### config.mk
export PLATFORM = sky130hd
export DESIGN_NAME = n64_ppu_top
export DESIGN_NICKNAME = d
export VERILOG_FILES = /design/src/design/ppu_pkg.sv /design/src/design/n64_bus_demux.sv /design/src/design/n64_vinfo.sv /design/src/design/color_proc.sv /design/src/design/pixel_output.sv /design/src/design/n64_ppu_top.sv
export SDC_FILE = /design/constraint.sdc
export NUM_CORES = 1
export LEC_CHECK = 0
export ABC_CLOCK_PERIOD_IN_PS = 3400
export BUFFER_PORTS_ARGS = -buffer_cell sky130_fd_sc_hd__buf_2
export CELL_PAD_IN_SITES_DETAIL_PLACEMENT = 0
export CELL_PAD_IN_SITES_GLOBAL_PLACEMENT = 1
export CORE_MARGIN = 2
export CORE_UTILIZATION = 33
export CTS_BUF_LIST = sky130_fd_sc_hd__clkbuf_8 sky130_fd_sc_hd__clkbuf_16
export DETAILED_ROUTE_END_ITERATION = 10
export GPL_ROUTABILITY_DRIVEN = 0
export GPL_TIMING_DRIVEN = 0
export PLACE_DENSITY = 0.55
export SYNTH_ARGS = -nofsm -noshare
export SYNTH_HDL_FRONTEND = slang
export SYNTH_SLANG_ARGS = --single-unit
### constraint.sdc
create_clock -name N64_CLK_i -period 3.4 [get_ports N64_CLK_i]
set_clock_uncertainty 0.2 [all_clocks]
set_input_delay 0.68 -clock N64_CLK_i [delete_from_list [all_inputs] [get_ports N64_CLK_i]]
set_output_delay 0.68 -clock N64_CLK_i [all_outputs]
set_load 0.01 [all_outputs]
### src/design/ppu_pkg.sv
// Shared widths, vector typedefs, demux phase enum and video-info constants

package ppu_pkg;

  // ========================================
  // Colour widths
  // ========================================

  // One colour on the N64 bus
  localparam int N64_COLOR_W = 7;
  // One colour after expansion
  localparam int OUT_COLOR_W = 8;

  typedef logic [N64_COLOR_W-1:0]   n64_color_t;
  // Red in the highest slice, blue in the lowest
  typedef logic [3*N64_COLOR_W-1:0] n64_pixel_t;
  typedef logic [3*OUT_COLOR_W-1:0] out_pixel_t;

  // ========================================
  // Sync word
  // ========================================

  // Taken from VD bits 3 to 0 in the sync phase
  typedef logic [3:0] sync_nibble_t;

  localparam int VSYNC_N_BIT = 3;
  localparam int HSYNC_N_BIT = 1;

  // ========================================
  // Video info
  // ========================================

  typedef logic [9:0] line_cnt_t;

  // Fields longer than this are PAL
  localparam int PAL_LINE_THRESHOLD = 288;

  // Resync pulse length in clocks, and the counter width that holds it
  localparam int MODE_CHANGE_CYCLES = 4;
  localparam int MODE_CNT_W         = $clog2(MODE_CHANGE_CYCLES + 1);

  // Bit 1 PAL, bit 0 interlaced
  typedef logic [1:0] ppu_state_t;

  // Phase that the next clock edge samples
  typedef enum logic [1:0] {
    PH_SYNC,
    PH_RED,
    PH_GREEN,
    PH_BLUE
  } demux_phase_e;

endpackage

### src/design/n64_bus_demux.sv
// N64 video bus demultiplexer with sync capture and pixel strobe

`timescale 1ns/1ps

module n64_bus_demux (
  input  logic                  N64_CLK_i,
  input  logic                  arst_n_i,
  input  logic                  nVDSYNC_i,
  input  ppu_pkg::n64_color_t   VD_i,
  output logic                  pix_valid_o,
  output ppu_pkg::n64_pixel_t   pix_o,
  output logic                  sync_valid_o,
  output ppu_pkg::sync_nibble_t sync_o
);

  import ppu_pkg::*;

  demux_phase_e phase_q;
  n64_color_t   red_q;
  n64_color_t   green_q;

  // ========================================
  // Phase tracking and strobes
  // ========================================

  always_ff @(posedge N64_CLK_i or negedge arst_n_i) begin
    if (!arst_n_i) begin
      phase_q      <= PH_SYNC;
      pix_valid_o  <= 1'b0;
      sync_valid_o <= 1'b0;
    end else begin
      pix_valid_o  <= 1'b0;
      sync_valid_o <= 1'b0;
      if (!nVDSYNC_i) begin
        // Sync phase always restarts the pixel
        sync_valid_o <= 1'b1;
        phase_q      <= PH_RED;
      end else begin
        case (phase_q)
          PH_RED:   phase_q <= PH_GREEN;
          PH_GREEN: phase_q <= PH_BLUE;
          PH_BLUE: begin
            pix_valid_o <= 1'b1;
            phase_q     <= PH_SYNC;
          end
          // No sync seen after blue, wait here without strobing
          default:  phase_q <= PH_SYNC;
        endcase
      end
    end
  end

  // ========================================
  // Data capture
  // ========================================

  always_ff @(posedge N64_CLK_i) begin
    if (!nVDSYNC_i) begin
      sync_o <= VD_i[3:0];
    end else begin
      case (phase_q)
        PH_RED:   red_q   <= VD_i;
        PH_GREEN: green_q <= VD_i;
        // Blue goes straight into the finished pixel
        PH_BLUE:  pix_o   <= {red_q, green_q, VD_i};
        default: ;
      endcase
    end
  end

endmodule

### src/design/n64_vinfo.sv
// Field line counter with PAL and interlaced detection

`timescale 1ns/1ps

module n64_vinfo (
  input  logic                  N64_CLK_i,
  input  logic                  arst_n_i,
  input  logic                  sync_valid_i,
  input  ppu_pkg::sync_nibble_t sync_i,
  output logic                  pal_o,
  output logic                  interlaced_o
);

  import ppu_pkg::*;

  sync_nibble_t sync_q;
  line_cnt_t    line_cnt_q;
  logic         last_parity_q;
  logic         first_vs_seen_q;
  logic         hs_fall;
  logic         vs_fall;

  // Both syncs are active low, so a fall marks the start of the pulse
  assign hs_fall = sync_valid_i & sync_q[HSYNC_N_BIT] & ~sync_i[HSYNC_N_BIT];
  assign vs_fall = sync_valid_i & sync_q[VSYNC_N_BIT] & ~sync_i[VSYNC_N_BIT];

  // ========================================
  // Previous sync word
  // ========================================

  always_ff @(posedge N64_CLK_i or negedge arst_n_i) begin
    if (!arst_n_i) begin
      // Idle level of both syncs is high
      sync_q <= '1;
    end else if (sync_valid_i) begin
      sync_q <= sync_i;
    end
  end

  // ========================================
  // Line count and field evaluation
  // ========================================

  always_ff @(posedge N64_CLK_i or negedge arst_n_i) begin
    if (!arst_n_i) begin
      line_cnt_q      <= '0;
      last_parity_q   <= 1'b0;
      first_vs_seen_q <= 1'b0;
      pal_o           <= 1'b0;
      interlaced_o    <= 1'b0;
    end else if (vs_fall) begin
      // First field after reset is partial, only its parity is kept
      if (first_vs_seen_q) begin
        pal_o        <= (line_cnt_q > line_cnt_t'(PAL_LINE_THRESHOLD));
        interlaced_o <= (line_cnt_q[0] != last_parity_q);
      end
      last_parity_q   <= line_cnt_q[0];
      first_vs_seen_q <= 1'b1;
      line_cnt_q      <= '0;
    end else if (hs_fall) begin
      line_cnt_q <= line_cnt_q + 1'b1;
    end
  end

endmodule

### src/design/color_proc.sv
// Two-stage colour pipeline with 16-bit masking and 7-to-8-bit expansion

`timescale 1ns/1ps

module color_proc (
  input  logic                  N64_CLK_i,
  input  logic                  arst_n_i,
  input  logic                  color_16bit_i,
  input  logic                  pix_valid_i,
  input  ppu_pkg::n64_pixel_t   pix_i,
  input  ppu_pkg::sync_nibble_t sync_i,
  output logic                  out_valid_o,
  output ppu_pkg::out_pixel_t   out_pix_o,
  output ppu_pkg::sync_nibble_t out_sync_o
);

  import ppu_pkg::*;

  n64_color_t   col_mask;
  n64_pixel_t   masked_pix;
  out_pixel_t   expanded_pix;
  logic         s1_valid_q;
  n64_pixel_t   s1_pix_q;
  sync_nibble_t s1_sync_q;

  // 16-bit mode drops the two lowest bits of each colour
  assign col_mask = color_16bit_i ? {{(N64_COLOR_W-2){1'b1}}, 2'b00} : '1;

  always_comb begin
    for (int c = 0; c < 3; c++) begin
      masked_pix[c*N64_COLOR_W +: N64_COLOR_W] =
        pix_i[c*N64_COLOR_W +: N64_COLOR_W] & col_mask;
    end
  end

  // Replicate the top bit as new LSB so full scale stays full scale
  always_comb begin
    for (int c = 0; c < 3; c++) begin
      expanded_pix[c*OUT_COLOR_W +: OUT_COLOR_W] =
        {s1_pix_q[c*N64_COLOR_W +: N64_COLOR_W], s1_pix_q[c*N64_COLOR_W + N64_COLOR_W-1]};
    end
  end

  // ========================================
  // Valid pipe
  // ========================================

  always_ff @(posedge N64_CLK_i or negedge arst_n_i) begin
    if (!arst_n_i) begin
      s1_valid_q  <= 1'b0;
      out_valid_o <= 1'b0;
    end else begin
      s1_valid_q  <= pix_valid_i;
      out_valid_o <= s1_valid_q;
    end
  end

  // Data only moves with its valid, so it holds between pixels
  always_ff @(posedge N64_CLK_i) begin
    if (pix_valid_i) begin
      s1_pix_q  <= masked_pix;
      s1_sync_q <= sync_i;
    end
    if (s1_valid_q) begin
      out_pix_o  <= expanded_pix;
      out_sync_o <= s1_sync_q;
    end
  end

endmodule

### src/design/pixel_output.sv
// Output register, sync polarity, state word and mode-change resync pulse

`timescale 1ns/1ps

module pixel_output (
  input  logic                  N64_CLK_i,
  input  logic                  arst_n_i,
  input  logic                  valid_i,
  input  ppu_pkg::out_pixel_t   pix_i,
  input  ppu_pkg::sync_nibble_t sync_i,
  input  logic                  pal_i,
  input  logic                  interlaced_i,
  output logic                  DE_o,
  output logic                  HSYNC_o,
  output logic                  VSYNC_o,
  output ppu_pkg::out_pixel_t   VD_o,
  output ppu_pkg::ppu_state_t   ppu_state_o,
  output logic                  mode_change_o
);

  import ppu_pkg::*;

  logic                  pal_q;
  logic [MODE_CNT_W-1:0] mc_cnt_q;

  // ========================================
  // Video outputs
  // ========================================

  always_ff @(posedge N64_CLK_i or negedge arst_n_i) begin
    if (!arst_n_i) begin
      DE_o    <= 1'b0;
      HSYNC_o <= 1'b0;
      VSYNC_o <= 1'b0;
      VD_o    <= '0;
    end else begin
      DE_o <= valid_i;
      if (valid_i) begin
        VD_o    <= pix_i;
        // Bus syncs are active low, outputs active high
        HSYNC_o <= ~sync_i[HSYNC_N_BIT];
        VSYNC_o <= ~sync_i[VSYNC_N_BIT];
      end
    end
  end

  // ========================================
  // State word and resync pulse
  // ========================================

  always_ff @(posedge N64_CLK_i or negedge arst_n_i) begin
    if (!arst_n_i) begin
      ppu_state_o <= '0;
      pal_q       <= 1'b0;
      mc_cnt_q    <= '0;
    end else begin
      ppu_state_o <= {pal_i, interlaced_i};
      pal_q       <= pal_i;
      if (pal_q != pal_i) begin
        mc_cnt_q <= MODE_CNT_W'(MODE_CHANGE_CYCLES);
      end else if (mc_cnt_q != '0) begin
        mc_cnt_q <= mc_cnt_q - 1'b1;
      end
    end
  end

  assign mode_change_o = (mc_cnt_q != '0);

endmodule

### src/design/n64_ppu_top.sv
// N64 input post-processing top level with demux, video info, colour and output stages

`timescale 1ns/1ps

module n64_ppu_top (
  input  logic                N64_CLK_i,
  input  logic                arst_n_i,
  input  logic                nVDSYNC_i,
  input  ppu_pkg::n64_color_t VD_i,
  input  logic                color_16bit_i,
  output logic                DE_o,
  output logic                HSYNC_o,
  output logic                VSYNC_o,
  output ppu_pkg::out_pixel_t VD_o,
  output ppu_pkg::ppu_state_t ppu_state_o,
  output logic                mode_change_o
);

  logic                  pix_valid_w;
  ppu_pkg::n64_pixel_t   pix_w;
  logic                  sync_valid_w;
  ppu_pkg::sync_nibble_t sync_w;
  logic                  pal_w;
  logic                  interlaced_w;
  logic                  col_valid_w;
  ppu_pkg::out_pixel_t   col_pix_w;
  ppu_pkg::sync_nibble_t col_sync_w;

  // ========================================
  // Decode
  // ========================================

  n64_bus_demux n64_bus_demux_inst (
    .N64_CLK_i    (N64_CLK_i),
    .arst_n_i     (arst_n_i),
    .nVDSYNC_i    (nVDSYNC_i),
    .VD_i         (VD_i),
    .pix_valid_o  (pix_valid_w),
    .pix_o        (pix_w),
    .sync_valid_o (sync_valid_w),
    .sync_o       (sync_w)
  );

  n64_vinfo n64_vinfo_inst (
    .N64_CLK_i    (N64_CLK_i),
    .arst_n_i     (arst_n_i),
    .sync_valid_i (sync_valid_w),
    .sync_i       (sync_w),
    .pal_o        (pal_w),
    .interlaced_o (interlaced_w)
  );

  // ========================================
  // Colour and output
  // ========================================

  color_proc color_proc_inst (
    .N64_CLK_i     (N64_CLK_i),
    .arst_n_i      (arst_n_i),
    .color_16bit_i (color_16bit_i),
    .pix_valid_i   (pix_valid_w),
    .pix_i         (pix_w),
    .sync_i        (sync_w),
    .out_valid_o   (col_valid_w),
    .out_pix_o     (col_pix_w),
    .out_sync_o    (col_sync_w)
  );

  pixel_output pixel_output_inst (
    .N64_CLK_i     (N64_CLK_i),
    .arst_n_i      (arst_n_i),
    .valid_i       (col_valid_w),
    .pix_i         (col_pix_w),
    .sync_i        (col_sync_w),
    .pal_i         (pal_w),
    .interlaced_i  (interlaced_w),
    .DE_o          (DE_o),
    .HSYNC_o       (HSYNC_o),
    .VSYNC_o       (VSYNC_o),
    .VD_o          (VD_o),
    .ppu_state_o   (ppu_state_o),
    .mode_change_o (mode_change_o)
  );

endmodule

Word-level counts from Yosys, hierarchy flattened:

Cells that the tools add are included.

* reduce and logical (&&, ||, !) cells: 7
* magnitude comparators: 1
* $add $sub $neg: 2
* muxes and demuxes: 10
* equal/unequal tests: 5
* bitwise gates (word level): 11

Operators with widths (number)
* $and 7x7->7: 3
* $mux 10: 2
* $add 10x1->10 const B: 1
* $gt 10x9->1 const B: 1
* $reduce_and 2->1: 4
* $mux 3: 2
* $and 1x1->1: 4
* $eq 2x2->1 const B: 2
* $mux 2: 2
* $not 1->1: 4
* $pmux 2 s2: 1
* $reduce_bool 2->1: 2
* $mux 1: 3
* $reduce_bool 3->1: 1
* $sub 3x1->3 const B: 1
* $eq 2x1->1 const B: 1
* $ne 1x1->1: 2

* output and inout bits: 30
* bits in registers: 149

Longest topological paths before layout:

* word-level depth: 4
* mapped depth: 5

By module:

Synthesis repeated with hierarchy kept, for this count alone.

* cells, all modules: 270
* area, all modules: 5091.1 µm²

By module, submodules not included
* color_proc: cells each 61, times used 1, area each 1611.5 µm²
* n64_bus_demux: cells each 54, times used 1, area each 1357.6 µm²
* pixel_output: cells each 78, times used 1, area each 1313.8 µm²
* n64_vinfo: cells each 77, times used 1, area each 808.3 µm²

Worst setup path before layout:

No wires, ideal clock.

* path kind: in2reg
* start point: input nVDSYNC_i
* end point: register n64_bus_demux_inst.pix_o[0], enable pin
* library setup time: 0.380 ns
* arrival: 1.241 ns
* stages: 1
* slack: 1.579 ns
* data required time: 2.820 ns
* cells stage by stage: and2_1

* word-level cells in the longest chain between the ends: 1

Ends and longest elaborated chain
* start, declared: RTL line n64_ppu_top.sv:8 `input logic nVDSYNC_i,`
* $reduce_and 2->1 (no line)
* end signal, assigned: RTL line n64_bus_demux.sv:65 `PH_BLUE: pix_o <= {red_q, green_q, VD_i};`
* end, declared: RTL line n64_bus_demux.sv:11 `output ppu_pkg::n64_pixel_t pix_o,`

Every way passes these cells.
A chain may end at the register's enable or synchronous reset.

Final worst setup path:

* start point: register pixel_output_inst.mc_cnt_q[0]
* end point: output mode_change_o

* word-level cells in the longest chain between the ends: 1

Ends and longest elaborated chain
* start, declared: RTL line pixel_output.sv:24 `logic [MODE_CNT_W-1:0] mc_cnt_q;`
* start signal, assigned: RTL line pixel_output.sv:60 `mc_cnt_q <= MODE_CNT_W'(MODE_CHANGE_CYCLES);`
* start signal, assigned: RTL line pixel_output.sv:62 `mc_cnt_q <= mc_cnt_q - 1'b1;`
* $reduce_bool 3->1: RTL line pixel_output.sv:67 `assign mode_change_o = (mc_cnt_q != '0);`
* end, declared: RTL line n64_ppu_top.sv:16 `output logic mode_change_o`

Every way passes these cells.

==> results.cfg <==
[setup_path]
endpoint_kind = primary output
cp_max_fo = 4
startpoint_type = flop
criticalPathCategory = reg -> out
crit_required_ps = 2520
cp_data_arrival_time_ps = 1360

[detailed_routing]
drcViolationCount = 0
dr.pass1.iters = 5
num_vias = 2221
avgViaCountPerCell = 4.37
ant_nets = 0
wire_per_inst_um = 13.9
drtIter0Drc = 99
wl_mm = 7.05

[timing]
hold_viol_final = 0
clock.fmax_mhz = 446
worstMarginPinSlew_ps = 1020
grt_setup_unrepaired = no
slew_headroom_pct = 32.3
setup_viol = 0
fin_crit_sh_pct = 66.0
period_needed_ps = 2240
maxSlewViolCount = 0
hold_ws_ps = 127
setup_tns_ps = 0
worst_slack_ps = 1160

[synth]
synth.cell_area_mm2 = 0.00467
synth_top_area_share_pct = 53.3
synthTopCellsByArea = edfxtp_1 53%, dfrtp_1 26%, mux2_2 5.5%
yosys.cell_types.count = 34
ys_dominant_reg_cell = edfxtp_1
syn_inst = 256
syn_area_per_cell_um2 = 18.2
ys_ff_latch = 134
synth_warnings = 0
syn_nets = 274
synth_largest_area_cell = edfxtp_1
synth_edf_count = 83
yosysSeqAreaShare_pct = 80.7
async_flop_share_pct = 38.1

[clock_network]
cts_root_buffer = clkbuf_16
numCtsBuffers = 17
clock_latency_ps = 410
cts.sinks = 134
cts_tree = built
post_cts_resized = 0
clk_pin_slew_ps = 60
h-tree-depth = 4
cts_setup_buffers = 0
hold_buffers = 0
cts_buffer_depth = 2

[pwr]
peakVddDrop_uv = 345
pwr-share-seq_pct = 46.5
power.density_cell_area_mw_per_mm2 = 779
internal-power_mw = 3.40
pwr-share-clk_pct = 41.4
p_leak_nw = 2.21
power.total_mw = 4.45
switchingPower_mw = 1.04
swShare_pct = 23.4
p_comb_share_pct = 12.0

[finish]
area_growth_syn_to_layout_pct = 22.2
fin_nets = 333
final_cells = 508
drive_gt1_share_pct = 31.7
diodes = 0

[die]
start_util_pct = 33.7
dieArea_mm2 = 0.0151
ios = 41
die_h_um = 123
core_mm2 = 0.0139
rows = 43
die_w_um = 123

[place]
dp_cells = 476
port_buffers = 40
dp_worst_setup_slack_ps = 1160
dp_hpwl_mm = 4.31

[global_routing]
use_met1_pct = 13.5
grt_use_total_pct = 10.7
grt_pass1_wl_mm = 11.6
grt_max_degree = 52
top_usage_layer = met2
grt.overflow.total = 0
grt_pass1_vias = 2209
use_met2_pct = 15.4
antenna_found_initial = 0
grt_use_met3_pct = 4.06

[flow_run]
cap_violations = 0

[status]
status = complete, no violations

[hold_path]
hold_path.class = in -> async
==> layer usage <==
metal / up-vias / routed length (um)
met5: - / 0
met2: 48 / 3260
li1: 1057 / -
met1: 1097 / 3250
met3: 19 / 332
met4: 0 / 206
==> final timing paths <==
path	from	end	slack, ps	depth (start not counted)
setup / recovery	pixel_output_inst.mc_cnt_q[0]	mode_change_o	1160	4
min in group N64_CLK_i	color_proc_inst.out_valid_o	pixel_output_inst.DE_o	170	0
max in group asynchronous	arst_n_i	pixel_output_inst.VD_o[20]	2410	1
hold reg to reg	color_proc_inst.out_valid_o	pixel_output_inst.DE_o	170	0
setup reg to reg	n64_vinfo_inst.line_cnt_q[0]	n64_vinfo_inst.pal_o	1450	5
hold / removal	arst_n_i	pixel_output_inst.VD_o[6]	130	1
==> power groups by stage <==
stage          registers (mW)  logic [mW]  clock network, mW
3_5_place_dp             2.11       0.546                  0
5_1_grt                  2.10       0.605               1.97
6_report                 2.07       0.535               1.84
3_3_place_gp             2.10       0.537                  0
4_1_cts                  2.08       0.547               1.89
2_1_floorplan            2.13       0.288                  0
==> kinds of logic after synthesis <==
kind of cell               after synthesis  share of synthesized area (%)
DFF                                    134                           80.7
and+or+nand+nor                         41                           5.22
muxes                                   28                           6.61
buffers and inverters                   21                           2.06
AOI/OAI and AO/OA                       20                           2.57
adders and majority gates                7                           1.87
xor gates and xnor gates                 5                          0.937
==> worst max-delay path, stage by stage, from the launching register on <==
cell,delay (ps)
dfrtp_1,360
inv_1,70
ha_1,200
nand2b_1,160
buf_2,160
==> per-stage QoR <==
stage	cell area, um^2	util, %
finish	5710	41.1
global route	5710	41.1
CTS	5710	41.1
detailed placement	5100	36.7
global placement	5100	36.7
floorplan	4670	-
==> synthesized netlist by cell type, types with 4 or more instances <==
| cell type | number |
|---|---|
| a21oi_1 | 7 |
| buf_4 | 4 |
| dfrtp_1 | 49 |
| edfxtp_1 | 83 |
| ha_1 | 7 |
| inv_1 | 13 |
| mux2_2 | 23 |
| mux2i_1 | 5 |
| nand2_1 | 6 |
| nand2b_1 | 5 |
| nor2_1 | 6 |
| nor2b_1 | 6 |
| o21ai_0 | 4 |
| xnor2_1 | 4 |
==> registers in the layout, summed over array words and instances, names as in the netlist, 2 cells and up <==
name	flops
color_proc_inst.s1_pix_q	21
color_proc_inst.s1_sync_q	2
pixel_output_inst.mc_cnt_q	3
n64_vinfo_inst.sync_q	2
color_proc_inst.out_sync_o	2
pixel_output_inst.VD_o	21
n64_bus_demux_inst.red_q	7
n64_bus_demux_inst.green_q	7
n64_bus_demux_inst.pix_o	21
n64_vinfo_inst.line_cnt_q	10
n64_bus_demux_inst.sync_o	2
n64_bus_demux_inst.phase_q	2
color_proc_inst.out_pix_o	21
==> cells in the final DEF (no fill, tap or decap), types with 3 or more instances in the layout <==
cell type,netlist,final
mux2i_1,5,5
inv_1,13,14
ha_1,7,7
clkbuf_16,0,17
a31oi_1,3,3
nand2_1,6,6
xnor2_1,4,4
o21ai_0,4,4
nand2b_1,5,5
edfxtp_1,83,83
clkinv_2,0,4
nor2b_1,6,6
nor2_1,6,6
a21oi_1,7,7
mux2_2,23,23
and2_1,3,3
buf_2,2,41
dfrtp_1,49,49
or4_1,3,3
buf_4,4,5
bufinv_16,0,3
o31ai_1,3,3
==> area by class of cell <==
class,instances,area (um^2)
fill,1260,8170
sequential,134,3770
multi-input combinational,101,805
clock buffer,19,453
tap,180,225
timing repair buffer,40,203
clock inverter,13,155
inverter,13,48.8
buffer,8,47.5
Note: power is estimated with default switching activity, not from simulation.
